File: src/source/ceres_pkg.sv
package ceres_pkg;

  // ========================================
  // Bus geometry
  // ========================================

  // One 32-bit word per transfer
  localparam int DATA_W = 32;
  // One strobe per byte lane
  localparam int STRB_W = DATA_W / 8;

  // ========================================
  // Main RAM sizing
  // ========================================

  localparam int RAM_SIZE_KB = 4;
  localparam int RAM_DEPTH   = (RAM_SIZE_KB * 1024) / STRB_W;
  // Word index width, 10 bits for 1024 words
  localparam int RAM_IDX_W   = $clog2(RAM_DEPTH);
  // Edges from accept to response
  localparam int RAM_LATENCY = 4;
  // Counter must hold RAM_LATENCY + 1 once the response is done
  localparam int RAM_CNT_W   = $clog2(RAM_LATENCY + 2);

  // ========================================
  // Memory map
  // ========================================

  localparam logic [DATA_W-1:0] MMAP_RAM_BASE    = 32'h8000_0000;
  localparam logic [DATA_W-1:0] MMAP_CLINT_BASE  = 32'h3000_0000;
  localparam logic [DATA_W-1:0] MMAP_PERIPH_BASE = 32'h2000_0000;

  // 4 KB peripheral slots
  localparam logic [3:0] SLOT_GPIO = 4'd4;

  // CLINT offsets, high words at offset + 4
  localparam logic [15:0] CLINT_MSIP_OFF     = 16'h0000;
  localparam logic [15:0] CLINT_MTIMECMP_OFF = 16'h4000;
  localparam logic [15:0] CLINT_MTIME_OFF    = 16'hBFF8;

  // GPIO register offsets within the slot
  localparam logic [11:0] GPIO_OUT_OFF = 12'h000;
  localparam logic [11:0] GPIO_OE_OFF  = 12'h004;
  localparam logic [11:0] GPIO_IN_OFF  = 12'h008;

  localparam int GPIO_W = 32;

  // Timer disarmed out of reset
  localparam logic [63:0] MTIMECMP_RESET = 64'hFFFF_FFFF_FFFF_FFFF;

  // ========================================
  // Bus types
  // ========================================

  // Same address word, decoded per region
  typedef union packed {
    struct packed {
      logic                          region;
      logic [DATA_W-RAM_IDX_W-4:0]   rsvd;
      logic [RAM_IDX_W-1:0]          word_idx;
      logic [1:0]                    byte_off;
    } ram;
    struct packed {
      logic [3:0]  region;
      logic [11:0] rsvd;
      logic [3:0]  slot;
      logic [11:0] offset;
    } io;
  } bus_addr_u;

  // Zero strobes mean read
  typedef struct packed {
    logic              valid;
    bus_addr_u         addr;
    logic [DATA_W-1:0] wdata;
    logic [STRB_W-1:0] wstrb;
  } bus_req_t;

  typedef struct packed {
    logic              valid;
    logic [DATA_W-1:0] rdata;
  } bus_res_t;

endpackage

File: src/source/ceres_gpio.sv
`timescale 1ns/10ps

module ceres_gpio (
  input  logic                         clk_i,
  input  logic                         rst_ni,
  input  logic                         sel_i,
  input  ceres_pkg::bus_req_t          req_i,
  output logic [ceres_pkg::DATA_W-1:0] rdata_o,
  input  logic [ceres_pkg::GPIO_W-1:0] gpio_i,
  output logic [ceres_pkg::GPIO_W-1:0] gpio_o,
  output logic [ceres_pkg::GPIO_W-1:0] gpio_oe_o
);

  import ceres_pkg::*;

  logic [GPIO_W-1:0] out_q;
  logic [GPIO_W-1:0] oe_q;
  // Two-stage input synchronizer
  logic [GPIO_W-1:0] sync1_q;
  logic [GPIO_W-1:0] sync2_q;

  logic              we;

  assign we = sel_i & (|req_i.wstrb);

  always_ff @(posedge clk_i or negedge rst_ni) begin
    if (!rst_ni) begin
      out_q   <= '0;
      oe_q    <= '0;
      sync1_q <= '0;
      sync2_q <= '0;
    end else begin
      // Pins are asynchronous to clk_i
      sync1_q <= gpio_i;
      sync2_q <= sync1_q;

      if (we) begin
        case (req_i.addr.io.offset)
          GPIO_OUT_OFF: out_q <= req_i.wdata[GPIO_W-1:0];
          GPIO_OE_OFF:  oe_q  <= req_i.wdata[GPIO_W-1:0];
          // Input register is read-only
          default: ;
        endcase
      end
    end
  end

  assign gpio_o    = out_q;
  assign gpio_oe_o = oe_q;

  // Readback by offset
  always_comb begin
    case (req_i.addr.io.offset)
      GPIO_OUT_OFF: rdata_o = DATA_W'(out_q);
      GPIO_OE_OFF:  rdata_o = DATA_W'(oe_q);
      GPIO_IN_OFF:  rdata_o = DATA_W'(sync2_q);
      default:      rdata_o = '0;
    endcase
  end

endmodule

File: config.mk
export PLATFORM = sky130hd
export DESIGN_NAME = ceres_gpio
export DESIGN_NICKNAME = d
export VERILOG_FILES = /design/src/source/ceres_pkg.sv /design/src/source/ceres_gpio.sv
export SDC_FILE = /design/constraint.sdc
export NUM_CORES = 1
export LEC_CHECK = 0
export BUFFER_PORTS_ARGS = -buffer_cell sky130_fd_sc_hd__buf_2
export CAP_MARGIN = 20
export CORE_MARGIN = 1
export CORE_UTILIZATION = 52
export DETAILED_ROUTE_END_ITERATION = 8
export PLACE_DENSITY_LB_ADDON = 0.08
export SKIP_CTS_REPAIR_TIMING = 1
export SLEW_MARGIN = 20
export SYNTH_ARGS = -nofsm -noshare
export SYNTH_HDL_FRONTEND = slang
export SYNTH_SLANG_ARGS = --single-unit
File: constraint.sdc
create_clock -name clk_i -period 3.5 [get_ports clk_i]
set_clock_uncertainty 0.15 [all_clocks]
set_input_delay 0.35 -clock clk_i [delete_from_list [all_inputs] [get_ports clk_i]]
set_output_delay 0.35 -clock clk_i [all_outputs]
set_load 0.02 [all_outputs]
-- After elaboration in Yosys (flattened, before gate mapping)
Cells that the tools add are included.
W data, S select, Z words.
- flip-flop bits (word level): 128
- input bits: 104
- logic and storage cells: 12
- equal/unequal tests: 2
- muxes and demuxes: 1
- bitwise operators: 1
- reductions and logical operators: 4
- operator list (kind ; count):
    $pmux W32 S3 ; 1
    $eq A12 B3 Y1 const B ; 1
    $eq A12 B4 Y1 const B ; 1
    $logic_not A12 Y1 ; 1
    $reduce_and A2 Y1 ; 2
    $reduce_or A4 Y1 ; 1
    $and A1 B1 Y1 ; 1

-- Depth between registers and ports, before layout
- word-level depth: 3
- gate-level depth with buffers: 5

-- Worst setup path before layout
Ideal clock, no wire load.
- path type: input-to-output
- start: in req_i[41] (netlist bit)
- end: out rdata_o[0] (netlist bit)
- arrival time: 1.765 ns
- required time: 3.000 ns
- setup slack: 1.235 ns
- stages: 5
- path buffers: 2
- cells stage by stage: or4_1 > buf_4 > nor3_2 > buf_2 > a221o_1
- word-level cells in the longest chain between the ends: 2
- elaborated cells on any way between the ends: 4
- ends and longest elaborated chain (item ; RTL line ; source):
    start: declaration ; ceres_gpio.sv:7 ; input ceres_pkg::bus_req_t req_i,
    $eq A12 B4 Y1 (tied with other cells) ; ceres_gpio.sv:53 ; case (req_i.addr.io.offset)
    $pmux W32 S3 (*) ; ceres_gpio.sv:53 ;
    end: declaration ; ceres_gpio.sv:8 ; output logic [ceres_pkg::DATA_W-1:0] rdata_o,
Every way passes the cells marked *; elsewhere a longest branch is shown, timed or not.

-- Worst setup path in the final report
- start: in req_i[41] (netlist bit)
- end: out rdata_o[12] (netlist bit)
The elaborated chain is that of the path after synthesis.

==> metrics.log <==
INFO  metric multi_input_area = ~0.0016 mm²
INFO  metric drv.max_cap_violation_count = 0
INFO  metric drt_iter0_drc = about 120
INFO  metric place_hpwl = between 7 and 8 mm
INFO  metric place_area = around 0.0061 mm²
INFO  metric timing.hold.worst_path_depth = 0
INFO  metric cts_root_buffer = sky130_fd_sc_hd__clkbuf_8
INFO  metric grt_max_degree = 66
INFO  metric critPathLaunchType = input port
INFO  metric synthesized_flop_and_latch_total = between 100 and 150
INFO  metric worst-path-buf-inv = 3
INFO  metric worst_skew_pair.late_latency = between 0.5 and 0.6 ns
INFO  metric dieWidth = 101 µm
INFO  metric grt_setup_unrepaired = no
INFO  metric avgRoutedWirePerCell = around 18 µm
INFO  metric finalCriticalPeriod = 2.82 ns
INFO  metric power_per_cell_area = roughly 460 mW/mm²
INFO  metric gp_routability_congestion = between 0.7 and 0.8
INFO  metric num_rows = 35
INFO  metric layout.cells.most_common = sky130_fd_sc_hd__buf_2
INFO  metric r2r_start = gpio_o[0]
INFO  metric finish.net_count = 677
INFO  metric crit_chain = buf_2, or4_2, buf_4, nor4_1, a221o_1, buf_2
INFO  metric max_slew_margin = between 40% and 50%
INFO  metric buffer_ports.inserted = 178
INFO  metric synthesis.area = between 0.005 and 0.006 mm²
INFO  metric endpoint_kind = primary output
INFO  metric fillCellCount = ~600
INFO  metric cp_data_required_time = 3.00 ns
INFO  metric gr-total-overflow = 0
INFO  metric most-common-layout-cells = sky130_fd_sc_hd__buf_2, sky130_fd_sc_hd__dfrtp_1, sky130_fd_sc_hd__dlygate4sd3_1
INFO  metric die_area = just over 0.01 mm²
INFO  metric cts_num_sinks = between 100 and 150
INFO  metric rr_endpoint = gpio_o[0]
INFO  metric antenna_found_initial = 0
INFO  metric wirelength = about 13 mm
INFO  metric report.final.setup_viol = 0
INFO  metric gr-usage-all-layers = 24.8%
INFO  metric syn_avg_cell_area = around 16 µm²
INFO  metric coreArea = just over 0.009 mm²
INFO  metric fin_ws = approximately 0.68 ns
INFO  metric pre_cts_setup_slack = between 0.6 and 0.7 ns
INFO  metric start_util = a little over half
INFO  metric p_leak = ~3.7 nW
INFO  metric grt_pass1_vias = 3467
INFO  metric tns = 0 ns
INFO  metric holdCritStartpoint = sync1_q[10]
INFO  metric viasPerCell = roughly 5.2
INFO  metric drc_violations_left = 0
INFO  metric r2r_cells = 1
INFO  metric synth.distinct_cells = 18
INFO  metric final_area = between 0.007 and 0.008 mm²
INFO  metric drive_above_1_share = between 40% and 50%
INFO  metric syn_inst = approximately 320
INFO  metric register_area = roughly 0.0032 mm²
INFO  metric reg2reg_slack = about 2.5 ns
INFO  metric yosysSeqAreaShare = a little over three fifths
INFO  metric syn_nets = about 430
INFO  metric cpLargestDelayFamily = simple AND/OR/NAND/NOR gates
INFO  metric ir_drop = between 0.4 and 0.5 mV
INFO  metric timing.critical_path.slowest_stage_cell = sky130_fd_sc_hd__or4_2
INFO  metric timing.critical_path.slowest_cell_delay = around 0.93 ns
INFO  metric fmax = about 350 MHz
INFO  metric vias = roughly 3700
INFO  metric run_status = complete, no violations
INFO  metric finalMaxSlewViolations = 0
INFO  metric tightestPinTransition = 0.818 ns
INFO  metric tritoncts_buffer_count = 17
INFO  metric clock_tree.htree_level_count = 4
INFO  metric cts_tree = yes
INFO  metric yosys_warnings = 0
INFO  metric area.growth.synth_to_final = 43.7%
INFO  metric most_common_cell_type_on_the_critical_path = sky130_fd_sc_hd__buf_2
INFO  metric antenna_violating_nets_post_route = 0
INFO  metric clk_transition_reported_paths = 0.06 ns
INFO  metric number_of_hold_violations_in_the_final_report = 0
INFO  metric diodes_inserted = 0
INFO  metric critPathArrivalTime = 2.32 ns
INFO  metric finalCritPeriodShare = between 80% and 90%
INFO  metric grt_first_pass_wirelength = roughly 18 mm
INFO  metric ctsLongestPathBuffers = 2
INFO  metric die_h = slightly above 100 µm
INFO  metric drt_first_pass_iters = 4
INFO  metric worst-path-max-fanout = 14
INFO  metric critical_path_class = in2out
INFO  metric min_path_type = reg2reg
INFO  metric holdPathEnd = sync2_q[10]
INFO  metric ios = 200
-- through the flow --
step / hold slack (ns) / utilization, % / power [mW] / cells
after CTS: -0.231 / 71.1 / 3.30 / 649
after floorplan: -0.0956 / - / 1.58 / 322
after detailed placement: 0.185 / 65.2 / 1.68 / 618
after global placement: 0.182 / 65.2 / 1.67 / 618
final: 0.198 / 78.1 / 3.32 / 714
after global routing: 0.204 / 78.1 / 3.44 / 714
-- power by group --
group / switching [mW] / internal [mW]
combinational: 0.0809 / 0.0924
sequential: 0.0128 / 1.52
clock: 0.662 / 0.952
total: 0.756 / 2.57
-- routing by layer --
layer	GRT usage [%]	vias to the layer above	wire length, µm
li1	-	1688	-
met1	30.6	1855	5400
met2	40.5	137	6540
met3	9.29	18	727
met4	8.36	0	195
met5	0	-	0
-- logic make-up (layout without fill, tap and decap cells) --
group / count (synthesis) / after routing / share of synthesized area, %
simple gates: 41 / 41 / 6.10
flops: 128 / 128 / 63.2
mux: 64 / 64 / 18.7
buf+inv: 56 / 319 / 5.41
compound gates: 33 / 33 / 6.64
-- registers in the layout (all words and copies together), names as in the netlist --
register and flops:
gpio_o 32, gpio_oe_o 32, sync1_q 32, sync2_q 32
-- Yosys cell counts --
cell type	instances	area [µm²]
sky130_fd_sc_hd__nor4_4	2	42.5
sky130_fd_sc_hd__buf_1	2	7.51
sky130_fd_sc_hd__mux2_4	60	901
sky130_fd_sc_hd__or4b_1	1	10.0
sky130_fd_sc_hd__buf_6	7	78.8
sky130_fd_sc_hd__nor4_1	32	200
sky130_fd_sc_hd__clkbuf_1	8	30.0
sky130_fd_sc_hd__o41ai_2	1	16.3
sky130_fd_sc_hd__or4_1	2	15.0
sky130_fd_sc_hd__dfrtp_1	128	3200
sky130_fd_sc_hd__inv_1	32	120
sky130_fd_sc_hd__buf_4	1	7.51
sky130_fd_sc_hd__nor3_2	2	20.0
sky130_fd_sc_hd__mux2_1	4	45.0
sky130_fd_sc_hd__or4b_2	1	10.0
sky130_fd_sc_hd__buf_2	6	30.0
sky130_fd_sc_hd__or4_4	1	11.3
sky130_fd_sc_hd__a221o_1	32	320
-- how the worst max path moves through the flow --
stage             endpoint  slack, ns      start  depth (start not counted)
4_1_cts        rdata_o[12]       0.67  req_i[41]                          6
3_5_place_dp     gpio_o[0]       0.67  req_i[41]                          5
5_1_grt        rdata_o[12]       0.57  req_i[41]                          6
2_1_floorplan   rdata_o[0]       1.23  req_i[41]                          5
3_3_place_gp   rdata_o[22]       0.71  req_i[41]                          6
6_report       rdata_o[12]       0.68  req_i[41]                          6
-- final cells by class --
cell class,count,share of cell area [%]
sequential,128,44.0
timing repair buffer,256,22.5
multi-input combinational,138,22.0
clock buffer,18,5.74
tap,129,2.22
clock inverter,13,1.82
inverter,32,1.65
Power figures use the tool's default switching activity.
