File: src/source/ceres_pkg.sv
package ceres_pkg;

  // ========================================
  // Bus geometry
  // ========================================

  // One 32-bit word per transfer
  localparam int DATA_W = 32;
  // One strobe per byte lane
  localparam int STRB_W = DATA_W / 8;

  // ========================================
  // Main RAM sizing
  // ========================================

  localparam int RAM_SIZE_KB = 4;
  localparam int RAM_DEPTH   = (RAM_SIZE_KB * 1024) / STRB_W;
  // Word index width, 10 bits for 1024 words
  localparam int RAM_IDX_W   = $clog2(RAM_DEPTH);
  // Edges from accept to response
  localparam int RAM_LATENCY = 4;
  // Counter must hold RAM_LATENCY + 1 once the response is done
  localparam int RAM_CNT_W   = $clog2(RAM_LATENCY + 2);

  // ========================================
  // Memory map
  // ========================================

  localparam logic [DATA_W-1:0] MMAP_RAM_BASE    = 32'h8000_0000;
  localparam logic [DATA_W-1:0] MMAP_CLINT_BASE  = 32'h3000_0000;
  localparam logic [DATA_W-1:0] MMAP_PERIPH_BASE = 32'h2000_0000;

  // 4 KB peripheral slots
  localparam logic [3:0] SLOT_GPIO = 4'd4;

  // CLINT offsets, high words at offset + 4
  localparam logic [15:0] CLINT_MSIP_OFF     = 16'h0000;
  localparam logic [15:0] CLINT_MTIMECMP_OFF = 16'h4000;
  localparam logic [15:0] CLINT_MTIME_OFF    = 16'hBFF8;

  // GPIO register offsets within the slot
  localparam logic [11:0] GPIO_OUT_OFF = 12'h000;
  localparam logic [11:0] GPIO_OE_OFF  = 12'h004;
  localparam logic [11:0] GPIO_IN_OFF  = 12'h008;

  localparam int GPIO_W = 32;

  // Timer disarmed out of reset
  localparam logic [63:0] MTIMECMP_RESET = 64'hFFFF_FFFF_FFFF_FFFF;

  // ========================================
  // Bus types
  // ========================================

  // Same address word, decoded per region
  typedef union packed {
    struct packed {
      logic                          region;
      logic [DATA_W-RAM_IDX_W-4:0]   rsvd;
      logic [RAM_IDX_W-1:0]          word_idx;
      logic [1:0]                    byte_off;
    } ram;
    struct packed {
      logic [3:0]  region;
      logic [11:0] rsvd;
      logic [3:0]  slot;
      logic [11:0] offset;
    } io;
  } bus_addr_u;

  // Zero strobes mean read
  typedef struct packed {
    logic              valid;
    bus_addr_u         addr;
    logic [DATA_W-1:0] wdata;
    logic [STRB_W-1:0] wstrb;
  } bus_req_t;

  typedef struct packed {
    logic              valid;
    logic [DATA_W-1:0] rdata;
  } bus_res_t;

endpackage

File: src/source/ceres_bus_router.sv
`timescale 1ns/10ps

module ceres_bus_router (
  input  ceres_pkg::bus_req_t           req_i,
  input  ceres_pkg::bus_res_t           ram_res_i,
  input  logic [ceres_pkg::DATA_W-1:0]  clint_rdata_i,
  input  logic [ceres_pkg::DATA_W-1:0]  gpio_rdata_i,
  output logic                          ram_sel_o,
  output logic                          clint_sel_o,
  output logic                          gpio_sel_o,
  output ceres_pkg::bus_res_t           res_o
);

  import ceres_pkg::*;

  // Region matches, before the valid qualifier
  logic ram_hit;
  logic clint_hit;
  logic periph_hit;
  // Any peripheral slot, mapped or not
  logic periph_sel;

  // ========================================
  // Region decode
  // ========================================

  // RAM owns the whole upper half
  assign ram_hit    = (req_i.addr.ram.region == MMAP_RAM_BASE[DATA_W-1]);
  // IO regions by top nibble
  assign clint_hit  = (req_i.addr.io.region == MMAP_CLINT_BASE[DATA_W-1:DATA_W-4]);
  assign periph_hit = (req_i.addr.io.region == MMAP_PERIPH_BASE[DATA_W-1:DATA_W-4]);

  always_comb begin
    ram_sel_o   = 1'b0;
    clint_sel_o = 1'b0;
    gpio_sel_o  = 1'b0;
    periph_sel  = 1'b0;

    if (req_i.valid) begin
      // RAM first, its region bit overlaps nothing else
      if (ram_hit) begin
        ram_sel_o = 1'b1;
      end else if (clint_hit) begin
        clint_sel_o = 1'b1;
      end else if (periph_hit) begin
        periph_sel = 1'b1;
        // Slot decode, only GPIO populated
        if (req_i.addr.io.slot == SLOT_GPIO) begin
          gpio_sel_o = 1'b1;
        end
      end
    end
  end

  // ========================================
  // Response select
  // ========================================

  always_comb begin
    // Unmapped regions stay silent
    res_o = '0;

    if (ram_sel_o) begin
      // RAM builds its own valid after the latency
      res_o = ram_res_i;
    end else if (clint_sel_o) begin
      // Same-cycle answer
      res_o.valid = 1'b1;
      res_o.rdata = clint_rdata_i;
    end else if (periph_sel) begin
      res_o.valid = 1'b1;
      // Empty slots read as zero
      if (gpio_sel_o) begin
        res_o.rdata = gpio_rdata_i;
      end
    end
  end

endmodule

File: config.mk
export PLATFORM = sky130hd
export DESIGN_NAME = ceres_bus_router
export DESIGN_NICKNAME = d
export VERILOG_FILES = /design/src/source/ceres_pkg.sv /design/src/source/ceres_bus_router.sv
export SDC_FILE = /design/constraint.sdc
export NUM_CORES = 1
export LEC_CHECK = 0
export BUFFER_PORTS_ARGS = -buffer_cell sky130_fd_sc_hd__buf_2
export CAP_MARGIN = 25
export CORE_AREA = 2 2 79 81
export DETAILED_ROUTE_END_ITERATION = 7
export DIE_AREA = 0 0 81 83
export MAX_ROUTING_LAYER = met4
export PLACE_DENSITY = 0.61
export SLEW_MARGIN = 20
export SYNTH_ARGS = -nofsm -noshare
export SYNTH_HDL_FRONTEND = slang
export SYNTH_SLANG_ARGS = --single-unit
File: constraint.sdc
create_clock -name vclk -period 1.7
set_input_delay 0.425 -clock vclk [all_inputs]
set_output_delay 0.425 -clock vclk [all_outputs]
set_load 0.01 [all_outputs]
## Word level (Yosys, flattened, before mapping)

Index checks and enable logic that the tools add are counted.

- Flip-flop bits (word level): 0
- Input bits: 166
- Output and inout port bits: 36
- Word-level logic and storage cells: 21

- Eq/ne operators: 3
- Muxes and demuxes: 18

Operators by type and width:

| kind | number |
|---|---|
| $mux 33 | 3 |
| $mux 32 | 1 |
| $mux 1 | 14 |
| $eq 4x2->1 const B | 2 |
| $eq 4x3->1 const B | 1 |

## Logic depth before layout (Yosys ltp)

Gate-level depths: netlist of run 1.

- Depth in word-level cells: 10
- Mapped depth: 5
- Mapped depth without buffers: 3

## Least setup slack after synthesis of run 1

Ideal clock, no wire load.

- Path kind: input -> output
- From: input req_i[49] (netlist bit)
- To: output res_o[0] (netlist bit)
- Arrival time: 1.389 ns
- Data required time: 1.275 ns
- Path slack: -0.114 ns
- Stages: 5
- Buffers on the path: 2
- Path through: nor4b_1 and3b_1 buf_6 buf_2 a21o_1

RTL lines:

| element | RTL line | source |
|---|---|---|
| from (decl) | ceres_bus_router.sv:4 | `input ceres_pkg::bus_req_t req_i,` |
| to (decl) | ceres_bus_router.sv:11 | `output ceres_pkg::bus_res_t res_o` |

==> flow_metrics.tcl, run 1 <==
set metrics [dict create \
    grt-ovfl-total 0 \
    wl_per_cell_um 13.0 \
    area_growth_syn_to_layout_pct 135 \
    critPathArrivalTime_ns 1.55 \
    synth_area_um2 709 \
    grt_max_degree 21 \
    violations "negative setup slack" \
    path_max_fanout 5 \
    fin_crit_ns 1.98 \
    fp-row-count 28 \
    via_count 1377 \
    finalHoldViolations 0 \
    vdd_drop_max_uv 55.0 \
    wirelength_mm 3.98 \
    dieHeight_um 83 \
    yosys.area.top_type "a32o_1" \
    cp-start-kind "input pin" \
    synth_top_area_share 0.381 \
    multi_input_area_um2 646 \
    setup_violations 33 \
    num_antenna_cells 0 \
    setup_tns_ns -8.07 \
    seqCellArea_um2 0 \
    worst_hold_slack_ns 1.13 \
    dp_hpwl_mm 3.28 \
    port_buffers 142 \
    synth_nets 254 \
    outcome "complete, but fails checks" \
    max_freq_mhz 505 \
    netlist_top_cells_area "a32o_1 (38%), a21o_1 (29%), a221o_1 (7.1%), buf_6 (4.8%), and3_1 (4.4%)" \
    crit_path_start "req_i[68]" \
    cts_hold_buf 0 \
    seq_cells 0 \
    ys_seq_area_frac 0 \
    finalCritPeriodShare 1.16 \
    grt_pass1_wl_mm 5.78 \
    power_per_cell_area_nw_per_um2 191 \
    worst_pin_slew_ns 0.227 \
    setup.worst_path.end "res_o[23]" \
    drtIter0Drc 30 \
    drv_slew 0 \
    synth_cells 88 \
    route.detailed.drc 0 \
    drtAntennaViolNets 0 \
    fill_cells 632 \
    fin_ws_ns -0.280 \
    rsz0062_at_grt "true" \
    ios 202 \
    hold_path.class "in2out" \
    clock_buffers 0 \
    relSlewSlack 0.849 \
    synthTopCellsByCount "a21o_1 (27), a32o_1 (27), buf_2 (6)" \
    cap_violations 0 \
    initial_core_util 0.122 \
    firstDrtPassIters 4 \
    grt_pass1_vias 1280 \
    coreArea_um2 5820 \
    dieArea_um2 6720 \
    drive_gt1_frac 0.697 \
    synth.distinct_cells 16 \
    syn_avg_cell_area_um2 8.06 \
    p_leak_nw 1.11 \
    criticalPathCategory "in2out" \
    gp_congestion 0.796 \
    required_ns 1.27 \
    grt.total_usage 0.107 \
    yosys_warnings 0 \
    vias_per_cell 4.50 \
    die_w_um 81 \
    cp-end-kind "output pin" \
    nets 399 \
    antenna_found_initial 0 \
]
==> worst min-delay path by stage <==
stage                      from  depth (start not counted)         end
6_report        gpio_rdata_i[0]                          3    res_o[0]
2_1_floorplan         req_i[49]                          3  gpio_sel_o
3_3_place_gp    gpio_rdata_i[0]                          3    res_o[0]
5_1_grt         gpio_rdata_i[5]                          3    res_o[5]
4_1_cts        gpio_rdata_i[31]                          3   res_o[31]
3_5_place_dp   gpio_rdata_i[31]                          3   res_o[31]
==> metal layers <==
layer | vias up | wire length (um) | track usage
met5 | - | 0 | -
met4 | 0 | 19 | 0.00462
met3 | 2 | 533 | 0.0196
met2 | 96 | 1940 | 0.214
met1 | 606 | 1480 | 0.110
li1 | 673 | - | -
==> cell families (layout without fill, tap and decap cells) <==
group	Yosys count	count (layout)	synth area share
buf+inv	14	157	0.116
compound gates	60	60	0.744
simple gates	14	14	0.139
==> area by class of cell <==
| class | instances | area share |
|---|---|---|
| repair buffers | 157 | 0.557 |
| multi-input cells | 74 | 0.387 |
| well taps | 75 | 0.0563 |
==> power breakdown <==
group / total (mW) / switching (mW) / leakage, nW / internal, mW
sequential: 0 / 0 / 0 / 0
clock: 0 / 0 / 0 / 0
combinational: 0.319 / 0.127 / 1.11 / 0.193
==> critical path, stage by stage <==
cell and delay, ns:
buf_6 0.09, and4bb_4 0.20, and3b_2 0.27, buf_6 0.14, a221o_1 0.28, buf_2 0.14
==> stage by stage <==
stage          total power [mW]   util  instances  instance area (um2)  setup WS, ns
6_report                  0.319  0.287        306                 1670        -0.280
4_1_cts                   0.313  0.277        305                 1610        -0.304
3_3_place_gp              0.294  0.261        302                 1520        -0.356
5_1_grt                   0.351  0.287        306                 1670        -0.337
2_1_floorplan             0.115      -         88                  726        -0.104
3_5_place_dp              0.298  0.261        302                 1520        -0.346
==> cells in the final DEF (no fill, tap or decap) <==
cell type,netlist,routed
a21oi_1,1,1
nor3b_1,1,1
buf_12,0,1
nor4b_4,0,1
a221o_1,5,5
a32o_1,27,27
a21o_1,27,27
nor2b_1,1,1
and3_1,5,5
and2_1,2,1
nand2_1,1,1
nor2_1,1,1
buf_4,0,11
and3b_2,0,1
and2_4,0,1
buf_2,6,129
buf_6,3,16
and4bb_4,1,1
==> timing repair <==
action / CTS / global route
buffers inserted: 1 / 1
setup endpoints to repair: 34 / 34
cloned: 2 / 0
pin swaps: 3 / 5
resized for setup: 18 / 8
Power figures use the tool's default switching activity.
==> inputs of run 2 (changes only) <==
SETUP_SLACK_MARGIN = 0.4   (was default)
clock period = 1.8 ns   (was 1.7 ns; I/O delays follow)
==> run 2 against run 1 <==
  * The run still ends with negative setup slack left
  * Die area did not move
  * Final area rose by 6.0%
  * Cell count rose by 0.65%
  * Power rose by 2.4%
  * Non-clock buffer count up 2
  * Critical path depth did not move
  * Hold slack better by 0.049 ns
  * Worst setup slack improved by 0.036 ns
  * Routed wire length is 4.5% higher
  * Largest power group unchanged
==> flow_metrics.tcl, run 2 (same netlist as run 1, synthesis figures left out) <==
set metrics [dict create \
    vias_per_cell 4.55 \
    finish.utilization 0.304 \
    worst_pin_slew_ns 0.197 \
    grt_pass1_wl_mm 6.18 \
    hold_path.class "in2out" \
    min_from "gpio_rdata_i[9]" \
    dieArea_um2 6720 \
    fp-row-count 28 \
    clock_buffers 0 \
    drtIter0Drc 48 \
    dieHeight_um 83 \
    drv_slew 0 \
    cts_hold_buf 0 \
    setup_tns_ns -6.33 \
    gp_congestion 0.668 \
    route.detailed.drc 0 \
    worst_hold_slack_ns 1.18 \
    path_max_fanout 20 \
    mostFrequentLayoutCells "buf_2 (130), a32o_1 (27), a21o_1 (27)" \
    finalCritPeriodShare 1.14 \
    fin_crit_ns 2.04 \
    cp-end-kind "output pin" \
    port_buffers 142 \
    pre_cts_slack_ns -0.259 \
    die_w_um 81 \
    area_growth_syn_to_layout_pct 149 \
    final_common_cell "buf_2" \
    cap_violations 0 \
    ios 202 \
    wl_per_cell_um 13.5 \
    dpl_cell_area_um2 1560 \
    cp-start-kind "input pin" \
    finalHoldViolations 0 \
    finish.instance_area_um2 1770 \
    finalNonFillerCells 308 \
    relSlewSlack 0.868 \
    vdd_drop_max_uv 60.3 \
    setup_violations 33 \
    violations "negative setup slack" \
    fill_cells 633 \
    seq_cells 0 \
    wirelength_mm 4.16 \
    num_antenna_cells 0 \
    rsz0062_at_grt "true" \
    drive_gt1_frac 0.712 \
    coreArea_um2 5820 \
    power_per_cell_area_nw_per_um2 185 \
    outcome "complete, but fails checks" \
    antenna_found_initial 0 \
    initial_core_util 0.122 \
    critPathArrivalTime_ns 1.59 \
    crit_path_start "req_i[68]" \
    criticalPathCategory "in2out" \
    grt_max_degree 21 \
    required_ns 1.35 \
    dp_hpwl_mm 3.36 \
    grt_pass1_vias 1368 \
    fin_ws_ns -0.244 \
    seqCellArea_um2 0 \
    nets 401 \
    drtAntennaViolNets 0 \
    p_leak_nw 1.16 \
    grt-ovfl-total 0 \
    max_freq_mhz 489 \
    grt.total_usage 0.113 \
    firstDrtPassIters 4 \
    dp.cells 303 \
    power_mw 0.327 \
    via_count 1400 \
]
## run 2: critical path, stage by stage
cell and delay [ns]:
buf_6 0.09, and4bb_4 0.21, and3b_2 0.24, buf_12 0.16, a221o_1 0.30, buf_6 0.13
## run 2: power by group
| group | internal, mW | total, mW | switching [mW] |
|---|---|---|---|
| combinational | 0.199 | 0.327 | 0.128 |
| clock | 0 | 0 | 0 |
| sequential | 0 | 0 | 0 |
| total | 0.199 | 0.327 | 0.128 |
## run 2: area by class of cell
type	count	area, um2	share of cell area
multi-input combinational	74	662	0.374
timing repair buffer	159	1010	0.573
tap	75	93.8	0.0531
## run 2: path summary, 6_finish.rpt
path                   endpoint  slack [ns]  cells after the start
worst max-delay path  res_o[13]       -0.24                      6
worst min-delay path   res_o[9]        1.18                      3
## run 2: metal layers
metal / track usage / wire (um) / part of all wire / vias to the layer above
li1: - / - / - / 678
met1: 0.119 / 1520 / 0.37 / 639
met2: 0.222 / 2170 / 0.52 / 83
met3: 0.0217 / 470 / 0.11 / 0
met4: 0.00462 / 0 / 0 / 0
met5: - / 0 / 0 / -
## run 2: what timing repair did
action / CTS / global route
cloned: 2 / 0
gates resized for setup: 27 / 2
buffers inserted: 3 / 0
setup endpoints to repair: 36 / 36
pin swaps: 14 / 0
==> inputs of run 3 (changes only) <==
BUFFER_PORTS_ARGS = -buffer_cell sky130_fd_sc_hd__clkbuf_2   (was -buffer_cell sky130_fd_sc_hd__buf_2)
GPL_TIMING_DRIVEN = 0   (was default)
TNS_END_PERCENT = 5   (was default)
==> run 3 against run 2 <==
  * The flow still finishes with violations (negative setup slack)
  * Worst setup slack lost 0.078 ns
  * Via count grew 0.79%
  * Final area shrank 2.7%
==> flow_metrics.tcl, run 3 (same netlist as run 1, synthesis figures left out) <==
set metrics [dict create \
    p_leak_nw 1.14 \
    area_growth_syn_to_layout_pct 143 \
    setup_tns_ns -8.95 \
    p_clk_frac 0 \
    coreArea_um2 5820 \
    max_freq_mhz 471 \
    final_common_cell "clkbuf_2" \
    drive_gt1_frac 0.691 \
    setup_violations 33 \
    die_w_um 81 \
    port_buffers 142 \
    p_sw_frac 0.405 \
    fp-row-count 28 \
    route.detailed.drc 0 \
    violations "negative setup slack" \
    finish.utilization 0.296 \
    required_ns 1.35 \
    crit_path_start "req_i[66]" \
    dieHeight_um 83 \
    finalHoldViolations 0 \
    grt_pass1_vias 1414 \
    cp-start-kind "input pin" \
    seq_cells 0 \
    fin_ws_ns -0.322 \
    internal_power_mw 0.183 \
    finalCritPeriodShare 1.18 \
    seqCellArea_um2 0 \
    finish.instance_area_um2 1720 \
    dp.cells 305 \
    hold_path.class "in2out" \
    relSlewSlack 0.837 \
    grtUsageMet1 0.133 \
    antenna_found_initial 0 \
    gr-usage-met2 0.223 \
    drtAntennaViolNets 0 \
    met3_usage 0.0272 \
    dieArea_um2 6720 \
    gp_congestion 0.681 \
    mostFrequentLayoutCells "clkbuf_2 (124), a32o_1 (27), a21o_1 (27)" \
    drv_slew 0 \
    critPathArrivalTime_ns 1.67 \
    top_usage_layer "met2" \
    rsz0062_at_grt "true" \
    min_from "gpio_rdata_i[9]" \
    drtIter0Drc 19 \
    dpl_cell_area_um2 1520 \
    grt_max_degree 11 \
    finalNonFillerCells 308 \
    firstDrtPassIters 4 \
    worst_pin_slew_ns 0.244 \
    power_switching_mw 0.125 \
    outcome "complete, but fails checks" \
    vias_per_cell 4.58 \
    num_antenna_cells 0 \
    seqPwrFrac 0 \
    grt.total_usage 0.119 \
    fill_cells 646 \
    criticalPathCategory "in2out" \
    cap_violations 0 \
    cp-end-kind "output pin" \
    wl_per_cell_um 14.0 \
    vdd_drop_max_uv 58.6 \
    clock_buffers 0 \
    wirelength_mm 4.32 \
    via_count 1411 \
    comb_power_share 1.000 \
    nets 401 \
    dp_hpwl_mm 3.58 \
    ios 202 \
    path_max_fanout 5 \
    grt_pass1_wl_mm 6.34 \
    pre_cts_slack_ns -0.560 \
    fin_crit_ns 2.12 \
    initial_core_util 0.122 \
    power_per_cell_area_nw_per_um2 179 \
    grt-ovfl-total 0 \
]
[run 3: power by group through the flow]
stage | Combinational, mW | Clock (mW) | Sequential [mW]
floorplan | 0.108 | 0 | 0
global placement | 0.278 | 0 | 0
detailed placement | 0.283 | 0 | 0
CTS | 0.304 | 0 | 0
global route | 0.338 | 0 | 0
finish | 0.309 | 0 | 0
[run 3: cell type report]
class                           count  area, um2  area share
Multi-Input combinational cell     74        633       0.368
Buffer                             14        146      0.0851
Tap cell                           75       93.8      0.0545
Timing Repair Buffer              145        847       0.492
[run 3: routing by layer]
metal | wire [um] | part of all wire | vias to the layer above
met5 | 0 | 0 | -
met4 | 0 | 0 | 0
met3 | 543 | 0.13 | 0
met2 | 2030 | 0.47 | 94
met1 | 1750 | 0.40 | 641
li1 | - | - | 676
[run 3: critical path, cell delays in order]
cell and delay (ns):
clkbuf_2 0.08, and4bb_4 0.23, and3b_1 0.19, buf_6 0.15
buf_6 0.11, a221o_1 0.31, clkbuf_2 0.14
[run 3: worst paths after layout]
kind / end / slack [ns] / depth (start not counted)
max: res_o[25] / -0.32 / 7
min: res_o[9] / 1.18 / 3
[run 3: what timing repair did]
| action | 4_1_cts | 5_1_grt |
|---|---|---|
| resized for setup | 32 | 25 |
| hold buffers | 0 | 0 |
| buffers inserted | 2 | 0 |
| gates cloned | 1 | 0 |
| setup endpoints to repair | 36 | 36 |
| pin swaps | 19 | 2 |
[run 3: through the flow]
| stage | total power, mW | hold slack (ns) |
|---|---|---|
| global placement | 0.278 | 1.19 |
| global route | 0.338 | 1.20 |
| CTS | 0.304 | 1.19 |
| detailed placement | 0.283 | 1.19 |
| floorplan | 0.108 | 1.02 |
| finish | 0.309 | 1.18 |
