`src/source/ceres_pkg.sv`:
```
package ceres_pkg;

  // ========================================
  // Bus geometry
  // ========================================

  // One 32-bit word per transfer
  localparam int DATA_W = 32;
  // One strobe per byte lane
  localparam int STRB_W = DATA_W / 8;

  // ========================================
  // Main RAM sizing
  // ========================================

  localparam int RAM_SIZE_KB = 4;
  localparam int RAM_DEPTH   = (RAM_SIZE_KB * 1024) / STRB_W;
  // Word index width, 10 bits for 1024 words
  localparam int RAM_IDX_W   = $clog2(RAM_DEPTH);
  // Edges from accept to response
  localparam int RAM_LATENCY = 4;
  // Counter must hold RAM_LATENCY + 1 once the response is done
  localparam int RAM_CNT_W   = $clog2(RAM_LATENCY + 2);

  // ========================================
  // Memory map
  // ========================================

  localparam logic [DATA_W-1:0] MMAP_RAM_BASE    = 32'h8000_0000;
  localparam logic [DATA_W-1:0] MMAP_CLINT_BASE  = 32'h3000_0000;
  localparam logic [DATA_W-1:0] MMAP_PERIPH_BASE = 32'h2000_0000;

  // 4 KB peripheral slots
  localparam logic [3:0] SLOT_GPIO = 4'd4;

  // CLINT offsets, high words at offset + 4
  localparam logic [15:0] CLINT_MSIP_OFF     = 16'h0000;
  localparam logic [15:0] CLINT_MTIMECMP_OFF = 16'h4000;
  localparam logic [15:0] CLINT_MTIME_OFF    = 16'hBFF8;

  // GPIO register offsets within the slot
  localparam logic [11:0] GPIO_OUT_OFF = 12'h000;
  localparam logic [11:0] GPIO_OE_OFF  = 12'h004;
  localparam logic [11:0] GPIO_IN_OFF  = 12'h008;

  localparam int GPIO_W = 32;

  // Timer disarmed out of reset
  localparam logic [63:0] MTIMECMP_RESET = 64'hFFFF_FFFF_FFFF_FFFF;

  // ========================================
  // Bus types
  // ========================================

  // Same address word, decoded per region
  typedef union packed {
    struct packed {
      logic                          region;
      logic [DATA_W-RAM_IDX_W-4:0]   rsvd;
      logic [RAM_IDX_W-1:0]          word_idx;
      logic [1:0]                    byte_off;
    } ram;
    struct packed {
      logic [3:0]  region;
      logic [11:0] rsvd;
      logic [3:0]  slot;
      logic [11:0] offset;
    } io;
  } bus_addr_u;

  // Zero strobes mean read
  typedef struct packed {
    logic              valid;
    bus_addr_u         addr;
    logic [DATA_W-1:0] wdata;
    logic [STRB_W-1:0] wstrb;
  } bus_req_t;

  typedef struct packed {
    logic              valid;
    logic [DATA_W-1:0] rdata;
  } bus_res_t;

endpackage

```
`src/source/ceres_clint.sv`:
```
`timescale 1ns/10ps

module ceres_clint (
  input  logic                         clk_i,
  input  logic                         rst_ni,
  input  logic                         sel_i,
  input  ceres_pkg::bus_req_t          req_i,
  output logic [ceres_pkg::DATA_W-1:0] rdata_o,
  output logic                         timer_irq_o,
  output logic                         sw_irq_o
);

  import ceres_pkg::*;

  logic [63:0] mtime_q;
  logic [63:0] mtimecmp_q;
  logic        msip_q;

  logic        we;
  // Slot and offset together form the 64 KB CLINT offset
  logic [15:0] off;

  assign off = {req_i.addr.io.slot, req_i.addr.io.offset};
  // Any strobe is a full-word write
  assign we  = sel_i & (|req_i.wstrb);

  // ========================================
  // Registers
  // ========================================

  always_ff @(posedge clk_i or negedge rst_ni) begin
    if (!rst_ni) begin
      mtime_q    <= '0;
      mtimecmp_q <= MTIMECMP_RESET;
      msip_q     <= 1'b0;
    end else begin
      // Free-running time base
      mtime_q <= mtime_q + 64'd1;

      if (we) begin
        case (off)
          CLINT_MSIP_OFF:             msip_q                 <= req_i.wdata[0];
          CLINT_MTIMECMP_OFF:         mtimecmp_q[31:0]       <= req_i.wdata;
          CLINT_MTIMECMP_OFF + 16'd4: mtimecmp_q[63:32]      <= req_i.wdata;
          // Later assignment wins over the increment
          CLINT_MTIME_OFF:            mtime_q[31:0]          <= req_i.wdata;
          CLINT_MTIME_OFF + 16'd4:    mtime_q[63:32]         <= req_i.wdata;
          default: ;
        endcase
      end
    end
  end

  // ========================================
  // Interrupts and readback
  // ========================================

  // Level, held until mtimecmp moves ahead
  assign timer_irq_o = (mtime_q >= mtimecmp_q);
  assign sw_irq_o    = msip_q;

  always_comb begin
    case (off)
      CLINT_MSIP_OFF:             rdata_o = {{(DATA_W-1){1'b0}}, msip_q};
      CLINT_MTIMECMP_OFF:         rdata_o = mtimecmp_q[31:0];
      CLINT_MTIMECMP_OFF + 16'd4: rdata_o = mtimecmp_q[63:32];
      CLINT_MTIME_OFF:            rdata_o = mtime_q[31:0];
      CLINT_MTIME_OFF + 16'd4:    rdata_o = mtime_q[63:32];
      // Holes read zero
      default:                    rdata_o = '0;
    endcase
  end

endmodule

```
`config.mk`:
```
export PLATFORM = sky130hd
export DESIGN_NAME = ceres_clint
export DESIGN_NICKNAME = d
export VERILOG_FILES = /design/src/source/ceres_pkg.sv /design/src/source/ceres_clint.sv
export SDC_FILE = /design/constraint.sdc
export NUM_CORES = 1
export LEC_CHECK = 0
export BUFFER_PORTS_ARGS = -buffer_cell sky130_fd_sc_hd__clkbuf_2
export CAP_MARGIN = 15
export CORE_ASPECT_RATIO = 1.75
export CORE_MARGIN = 8
export CORE_UTILIZATION = 35
export CTS_CLUSTER_SIZE = 8
export DETAILED_ROUTE_END_ITERATION = 16
export GPL_ROUTABILITY_DRIVEN = 0
export PLACE_DENSITY = 0.65
export SYNTH_ARGS = -nofsm -noshare
export SYNTH_HDL_FRONTEND = slang
export SYNTH_SLANG_ARGS = --single-unit
```
`constraint.sdc`:
```
create_clock -name clk_i -period 2.65 [get_ports clk_i]
set_input_delay 0.265 -clock clk_i [delete_from_list [all_inputs] [get_ports clk_i]]
set_output_delay 0.265 -clock clk_i [all_outputs]
set_load 0.02 [all_outputs]
```
Word level (Yosys, flattened, before mapping). Index checks and enable logic that the tools add are counted. Widths: inputs -> output; s select.

Add/subtract/negate cells: 1. $lt $le $gt $ge: 1. Eq/ne operators: 4. Mux-type cells: 4. Bitwise gates (word level): 1. Reduce and logical (&&, ||, !) cells: 5.

Operators with widths (count): $pmux 32 s5 (1); $add 64x1->64 const B (1); $ge 64x64->1 (1); $mux 32 (2); $mux 64 (1); $eq 16x15->1 const B (2); $eq 16x16->1 const B (2); $logic_not 16->1 (1); $reduce_and 2->1 (3); $reduce_or 4->1 (1); $and 1x1->1 (1).

Bits in registers: 129. Input port bits: 72. Output and inout port bits: 34. Logic and storage cells: 20.

Logic depth before layout (Yosys ltp). Gate-level depths: netlist of run 1.

Word-level depth: 3. Gate-level depth with buffers: 8. Gate-level depth less buffers: 8.

Least setup slack after synthesis of run 1. OpenSTA, ideal clock, no wires.

Path kind: register to output. Start point: reg mtimecmp_q[14]. End point: out timer_irq_o. Data arrival time: 2.153 ns. Required time: 2.385 ns. Slack: 0.232 ns. Cell stages (with the launch flop): 9. Path buffers: 0. Cell sequence: dfstp_2 inv_1 ha_1 a21oi_1 nand2_1 a221o_1 o31a_1 nor4_1 o21ai_0.

Word-level cells in the longest chain between the ends: 1.

RTL lines: from (decl) (RTL line ceres_clint.sv:16) `logic [63:0] mtimecmp_q;`; from (signal assigned) (RTL line ceres_clint.sv:43) `CLINT_MTIMECMP_OFF: mtimecmp_q[31:0] <= req_i.wdata;`; $ge 64x64->1 (RTL line ceres_clint.sv:59) `assign timer_irq_o = (mtime_q >= mtimecmp_q);`; to (decl) (RTL line ceres_clint.sv:9) `output logic timer_irq_o,`.

No other way between the ends.

Worst setup path after layout of run 1.
Start point: reg mtimecmp_q[49]. End point: out timer_irq_o.

The elaborated chain is that of the path after synthesis.

==> metrics.yaml, run 1 <==
setup_path:
  cp.arrival_ps: 2650
  end_kind: "primary output"
  reg2regPathDepth: 7
  rrSetupSlack_ps: 180
  path_class: "flip-flop to primary output"
  cp_max_fo: 3
  startpoint: "mtimecmp_q[49]"
  cp.required_ps: 2380
  reg2reg_to: "mtime_q[51]"
  start_kind: "flip-flop"
  r2r-start: "mtime_q[25]"
  cp-endpoint: "timer_irq_o"
synthesis:
  syn_avg_cell_area_um2: 9.22
  postSynthCellCount: 904
  syn_area_um2: 8340
  yosysSeqAreaShare_pct: 39.7
  async_flop_share_pct: 100
  synth_area_leaders: "dfstp_2 20%, dfrtp_1 20%, ha_1 9.8%"
  synth_top_flop_cell: "dfrtp_1"
  yosysTopAreaCellShare_pct: 20.2
  yosys.area.top_type: "dfstp_2"
  synth-seq-cells: 129
  synth_edf_count: 0
  yosysWarnings: 0
  synth_cell_types: 43
  synthesis.nets: 1041
power:
  total_power_w: 0.00477
  peakVddDrop_mv: 0.299
  p_per_area_nw_per_um2: 460
  seqPwrFrac_pct: 42.5
  p_clk_share_pct: 49.6
  switching_power_w: 0.00117
  p_leak_nw: 4.52
  sw_frac_of_total_pct: 24.6
  p_int_w: 0.00359
  combPwrFrac_pct: 7.9
cts:
  cts_tree: "done"
  clk_latency_ps: 440
  cts_root_buf: "clkbuf_16"
  cts_buffers: 17
  htreeDepth: 4
  clock-sinks: 129
  clk_pin_slew_ps: 60
  clk_path_buf_depth: 2
global_routing:
  grt_max_degree: 65
  grtUsageTotal_pct: 18.0
  grt_pass1_vias: 7734
  grt_pass1_wl_mm: 41.0
  antenna_found_initial: 1
  grt_remaining_overflow: 0
floorplanning:
  design.core.area_um2: 23700
  rows: 75
  dieArea_um2: 29200
  die_h_um: 220
  initial_utilization_pct: 35.1
  fp.dieW_um: 133
  io_pins: 106
run_status:
  status: "finished, violations left"
  violations: "setup timing"
detailed_routing:
  drt_iter0_drc: 356
  ant_nets: 0
  post_drt_via_cell_ratio: 5.43
  vias: 7411
  drc: 0
  post_drt_wl_per_cell_um: 18.7
  drt_pre_antenna_iters: 5
  routed_wl_mm: 25.6
timing:
  max_slew.worst_pin.slew_ps: 695
  min_period_ps: 2910
  setup_violations: 1
  finalClockSkew_ps: 11.4
  period_share_pct: 110
  fin_ws_ps: -262
  finalMaxSlewViolations: 0
  hold_viol: 0
  fmax_mhz: 343
  rsz0062_at_grt: "true"
  max_slew_margin_pct: 53.7
finish:
  layout-drive-gt1-share_pct: 32.9
  area_growth_pct: 24.3
  final_util_pct: 43.7
  instances_no_fill: 1366
  fin_nets: 1180
placement:
  dp.cells: 1329
  hpwlAfterDp_mm: 19.1
  io_buffers: 88
worst_hold_path:
  min_path_cells: 3
  holdCritPathClass: "input port to flip-flop"
job:
  drv_cap: 0
## flip-flops by register name (all words and copies together), names as in the netlist
| register | count |
|---|---|
| mtime_q | 64 |
| mtimecmp_q | 64 |
| sw_irq_o | 1 |
## final cells by class
class / count / area (um2)
Clock buffer: 20 / 457
Sequential cell: 129 / 3310
Inverter: 83 / 312
Multi-Input combinational cell: 653 / 4720
Tap cell: 308 / 385
Timing Repair Buffer: 159 / 1040
Fill cell: 2318 / 13400
Antenna cell: 2 / 5.00
Clock inverter: 12 / 133
## kinds of logic after synthesis
kind of cell / count (synthesis) / share of synthesized area [%]
xor+xnor: 61 / 6.41
compound gates: 184 / 13.7
fa+ha+maj: 65 / 9.75
mux: 65 / 8.78
simple gates: 278 / 16.1
flops: 129 / 39.7
buf+inv: 122 / 5.57
## how the worst min path moves through the flow
stage                        start  slack, ps           to
after global routing      req_i[7]        100   mtime_q[3]
after global placement      rst_ni        340  mtime_q[49]
after CTS                 req_i[7]         80   mtime_q[3]
after floorplan             rst_ni        -30   mtime_q[0]
after detailed placement    rst_ni        340  mtime_q[50]
final                     req_i[8]         90   mtime_q[4]
## repair_timing
item	CTS	global route
pin swaps	11	0
endpoints found under the hold margin	26	0
hold buffers	1	0
endpoints found under the setup margin	1	4
buffers inserted	3	0
resized for setup	19	6
## power groups by stage
stage / sequential [W] / combinational, W / clock, W
6_report: 0.00203 / 0.000375 / 0.00237
5_1_grt: 0.00203 / 0.000414 / 0.00249
4_1_cts: 0.00202 / 0.000377 / 0.00240
3_5_place_dp: 0.00205 / 0.000351 / 0
3_3_place_gp: 0.00205 / 0.000346 / 0
2_1_floorplan: 0.00206 / 0.000127 / 0
## cell usage after synthesis (3+ instances only)
| cell type | count |
|---|---|
| a21oi_1 | 56 |
| a22oi_1 | 64 |
| a21o_1 | 12 |
| xnor2_1 | 45 |
| nand3_1 | 28 |
| and3_1 | 6 |
| nor3_1 | 20 |
| o21ai_0 | 41 |
| nand2_1 | 99 |
| dfrtp_1 | 65 |
| ha_1 | 65 |
| mux2_2 | 65 |
| inv_1 | 83 |
| nor4_1 | 26 |
| nor2_1 | 51 |
| xor2_1 | 16 |
| clkbuf_1 | 35 |
| dfstp_2 | 64 |
| nand4_1 | 31 |
| or3_1 | 3 |
| and4_1 | 3 |
## worst max-delay path: stages (launching register included)
cell      delay (ps)
dfstp_2          530
inv_1             40
ha_1             290
a21o_1           190
a21o_1           180
a21oi_1          380
o31ai_1          130
a211oi_1         180
o21ai_1          110
buf_4            170
## cell usage in the layout (no fill, tap or decap), types with 5 or more instances in the layout
master     count
nand2_1       98
clkbuf_2      86
inv_1         81
buf_4         67
mux2_2        65
a22oi_1       64
dfrtp_1       64
dfstp_2       64
ha_1          59
a21oi_1       53
nor2_1        51
xnor2_1       45
o21ai_0       39
nand4_1       31
nand3_1       27
nor4_1        22
nor3_1        18
clkbuf_16     17
xor2_1        16
a21o_1        12
ha_4           6
and3_1         5
buf_12         5
## stage by stage
| stage | hold slack, ps | TNS [ps] | area (um2) | setup WS (ps) |
|---|---|---|---|---|
| floorplan | -30.6 | 0 | 8340 | 232 |
| global placement | 343 | -116 | 9610 | -116 |
| global route | 97.3 | -336 | 10400 | -336 |
| finish | 87.8 | -262 | 10400 | -262 |
| CTS | 77.8 | -250 | 10300 | -250 |
| detailed placement | 337 | -92.8 | 9610 | -92.8 |
## metal layers
metal / global-route usage (%) / wire length (um)
met1: 17.2 / 9080
met2: 33.3 / 13900
met3: 3.57 / 952
met4: 14.4 / 1590
met5: 0 / 0
No activity file was read; power rests on OpenSTA's default activity.
==> inputs of run 2 (changes only) <==
==> constraint.sdc (replaced) <==
create_clock -name clk_i -period 3.4 [get_ports clk_i]
set_input_delay 0.34 -clock clk_i [delete_from_list [all_inputs] [get_ports clk_i]]
set_output_delay 0.34 -clock clk_i [all_outputs]
set_load 0.02 [all_outputs]
==> run 2 against run 1 <==
Effect of this change:
- the flow now finishes without violations
- utilization is 2.2 points lower
- hold slack better by 78 ps
- sequential power is 22% lower
- flip-flop and latch count unchanged
- final cell count is 3.6% lower
- clock skew fell by 3.1 ps
- count of clock-buffer cells in the layout grew 2
- via count decreased by 4.8%
- non-clock buffer count is 48 lower
- register-to-register slack better by 390 ps
- die area stayed put
- global-route usage shrank 0.76 points
==> metrics.yaml, run 2 (synthesized netlist as in run 1, its figures left out) <==
job:
  drv_cap: 0  # unchanged
setup_path:
  cp.arrival_ps: 2870  # +220 ps
  path_class: "flip-flop to primary output"
  cp.required_ps: 3060  # +680 ps
  cp_max_fo: 3  # unchanged
  end_kind: "primary output"
  start_kind: "flip-flop"
finish:
  layout_common_cells: "98 x nand2_1, 87 x clkbuf_2, 83 x inv_1"
  layout_commonest_cell: "nand2_1"
  multi_input_area_um2: 4600  # -2.7%
  fin_nets: 1132  # -4.1%
  area_growth_pct: 18.1
  fillerInstances: 2291  # -1.2%
  layout-drive-gt1-share_pct: 27.9  # -5.0 points
  ff_latch_area_um2: 3310  # about the same
global_routing:
  grtUsageMet3_pct: 2.89  # -0.68 points
  top_usage_layer: "met2"
  grt_remaining_overflow: 0  # unchanged
  grt_max_degree: 77  # +18%
  grtUsageTotal_pct: 17.3  # -0.76 points
  antenna_found_initial: 1  # unchanged
  grt_pass1_vias: 7119  # -8.0%
  globalRouteMet1Util_pct: 17.2  # -0.021 points
  grt_use_met2_pct: 33.4  # +0.10 points
  grt_pass1_wl_mm: 39.0  # -4.8%
power:
  p_int_w: 0.00284  # -21%
  peakVddDrop_mv: 0.302  # +0.98%
  sw_frac_of_total_pct: 23.5  # -1.1 points
  total_power_w: 0.00370  # -22%
  p_clk_share_pct: 50.8  # +1.2 points
  p_leak_nw: 4.25  # -6.1%
  combPwrFrac_pct: 6.2  # -1.7 points
  p_per_area_nw_per_um2: 376  # -18%
  seqPwrFrac_pct: 43.0  # +0.5 points
  switching_power_w: 0.000869  # -26%
cts:
  clk_latency_ps: 430  # about the same
  cts_buffers: 17  # unchanged
  htreeDepth: 4  # unchanged
  cts_root_buf: "clkbuf_16"
  cts_setup_buffers: 0  # -3
  cts_tree: "done"
  clk_pin_slew_ps: 60  # about the same
  clock-sinks: 129  # unchanged
  clk_path_buf_depth: 2  # unchanged
placement:
  io_buffers: 88  # unchanged
  hpwlAfterDp_mm: 18.5  # -3.0%
timing:
  finalClockSkew_ps: 8.27  # -3.11 ps
  finalMaxSlewViolations: 0  # unchanged
  hold_viol: 0  # unchanged
  period_share_pct: 94.5
  max_slew_margin_pct: 48.9  # -4.8 points
  rsz0062_at_grt: "false"
  min_period_ps: 3210
  hold_ws_ps: 166  # +78.1 ps
  max_slew.worst_pin.slew_ps: 767  # +71.8 ps
  setup_violations: 0  # -1
  setup_tns_ps: 0  # +262 ps
  fmax_mhz: 311
detailed_routing:
  vias: 7054  # -4.8%
  ant_nets: 0  # unchanged
  routed_wl_mm: 24.9  # -2.8%
  post_drt_wl_per_cell_um: 18.9  # +0.81%
  drt_pre_antenna_iters: 5  # unchanged
  drc: 0  # unchanged
  post_drt_via_cell_ratio: 5.36  # -1.3%
  drt_iter0_drc: 366  # +2.8%
worst_hold_path:
  holdCritPathClass: "input port to flip-flop"
run_status:
  status: "finished clean"
floorplanning:
  design.core.area_um2: 23700  # unchanged
  die_h_um: 220  # unchanged
  rows: 75  # unchanged
  fp.dieW_um: 133  # unchanged
  initial_utilization_pct: 35.1  # unchanged
  dieArea_um2: 29200  # unchanged
  io_pins: 106  # unchanged
==> run 2: changes by cell type in the layout (fill, tap and decap cells not counted), sizes merged <==
| cell | previous run | this run |
|---|---|---|
| buf | 72 | 23 |
| bufinv | 2 | 3 |
| diode | 2 | 1 |
| inv | 85 | 83 |
| clkbuf | 106 | 109 |
| clkinvlp | 3 | 2 |
==> run 2: path summary, 6_finish.rpt <==
| kind | start | end | slack (ps) | depth (start not counted) |
|---|---|---|---|---|
| worst max-delay path | mtimecmp_q[7] | timer_irq_o | 190 | 9 |
| worst max register to register | mtime_q[24] | mtime_q[63] | 570 | 6 |
| worst min register to register | mtimecmp_q[63] | mtimecmp_q[63] | 500 | 2 |
| min in group asynchronous | rst_ni | mtime_q[46] | 530 | 2 |
| worst min-delay path | req_i[35] | mtime_q[31] | 170 | 3 |
| max in group asynchronous | rst_ni | mtimecmp_q[32] | 1960 | 3 |
==> run 2: timing repair <==
item | 4_1_cts | 5_1_grt
gates resized for setup | 0 | 3
hold buffers | 1 | 0
endpoints found under the setup margin | 0 | 1
hold endpoints to repair | 14 | 0
==> run 2: metrics by stage <==
stage          cell area (um2)  utilization (%)  std cells  worst slack, ps
3_5_place_dp              9220             38.9       1283              545
6_report                  9850             41.5       1317              187
5_1_grt                   9850             41.5       1317             33.5
4_1_cts                   9830             41.4       1316             54.7
2_1_floorplan             8340                -        904              907
3_3_place_gp              9220             38.9       1283              513
==> run 2: critical path: stages (launching register included) <==
cell and delay (ps):
dfstp_2 540, inv_1 50, ha_1 290, a21oi_1 160
o21ai_0 130, a221o_1 350, o31a_1 320, nor4_2 310
o21ai_1 130, clkbuf_2 170
==> run 2: power by group through the flow <==
stage	clock (W)	combinational (W)	sequential [W]
finish	0.00188	0.000230	0.00159
global route	0.00197	0.000260	0.00159
CTS	0.00192	0.000227	0.00159
detailed placement	0	0.000223	0.00162
global placement	0	0.000219	0.00161
floorplan	0	0.0000989	0.00161
==> run 2: area by class of cell <==
type,count,area share [%]
diodes,1,0.0254
clock buffers,22,4.71
clock inverters,10,1.36
inverters,83,3.16
multi-input cells,653,46.7
flip-flops and latches,129,33.6
well taps,308,3.91
repair buffers,111,6.53
==> run 2: layer usage <==
layer  vias up  share of wire, %
met5         -                 0
met4         0               4.3
met3        52               3.6
met2       161                56
met1      3445                36
li1       3396                 -
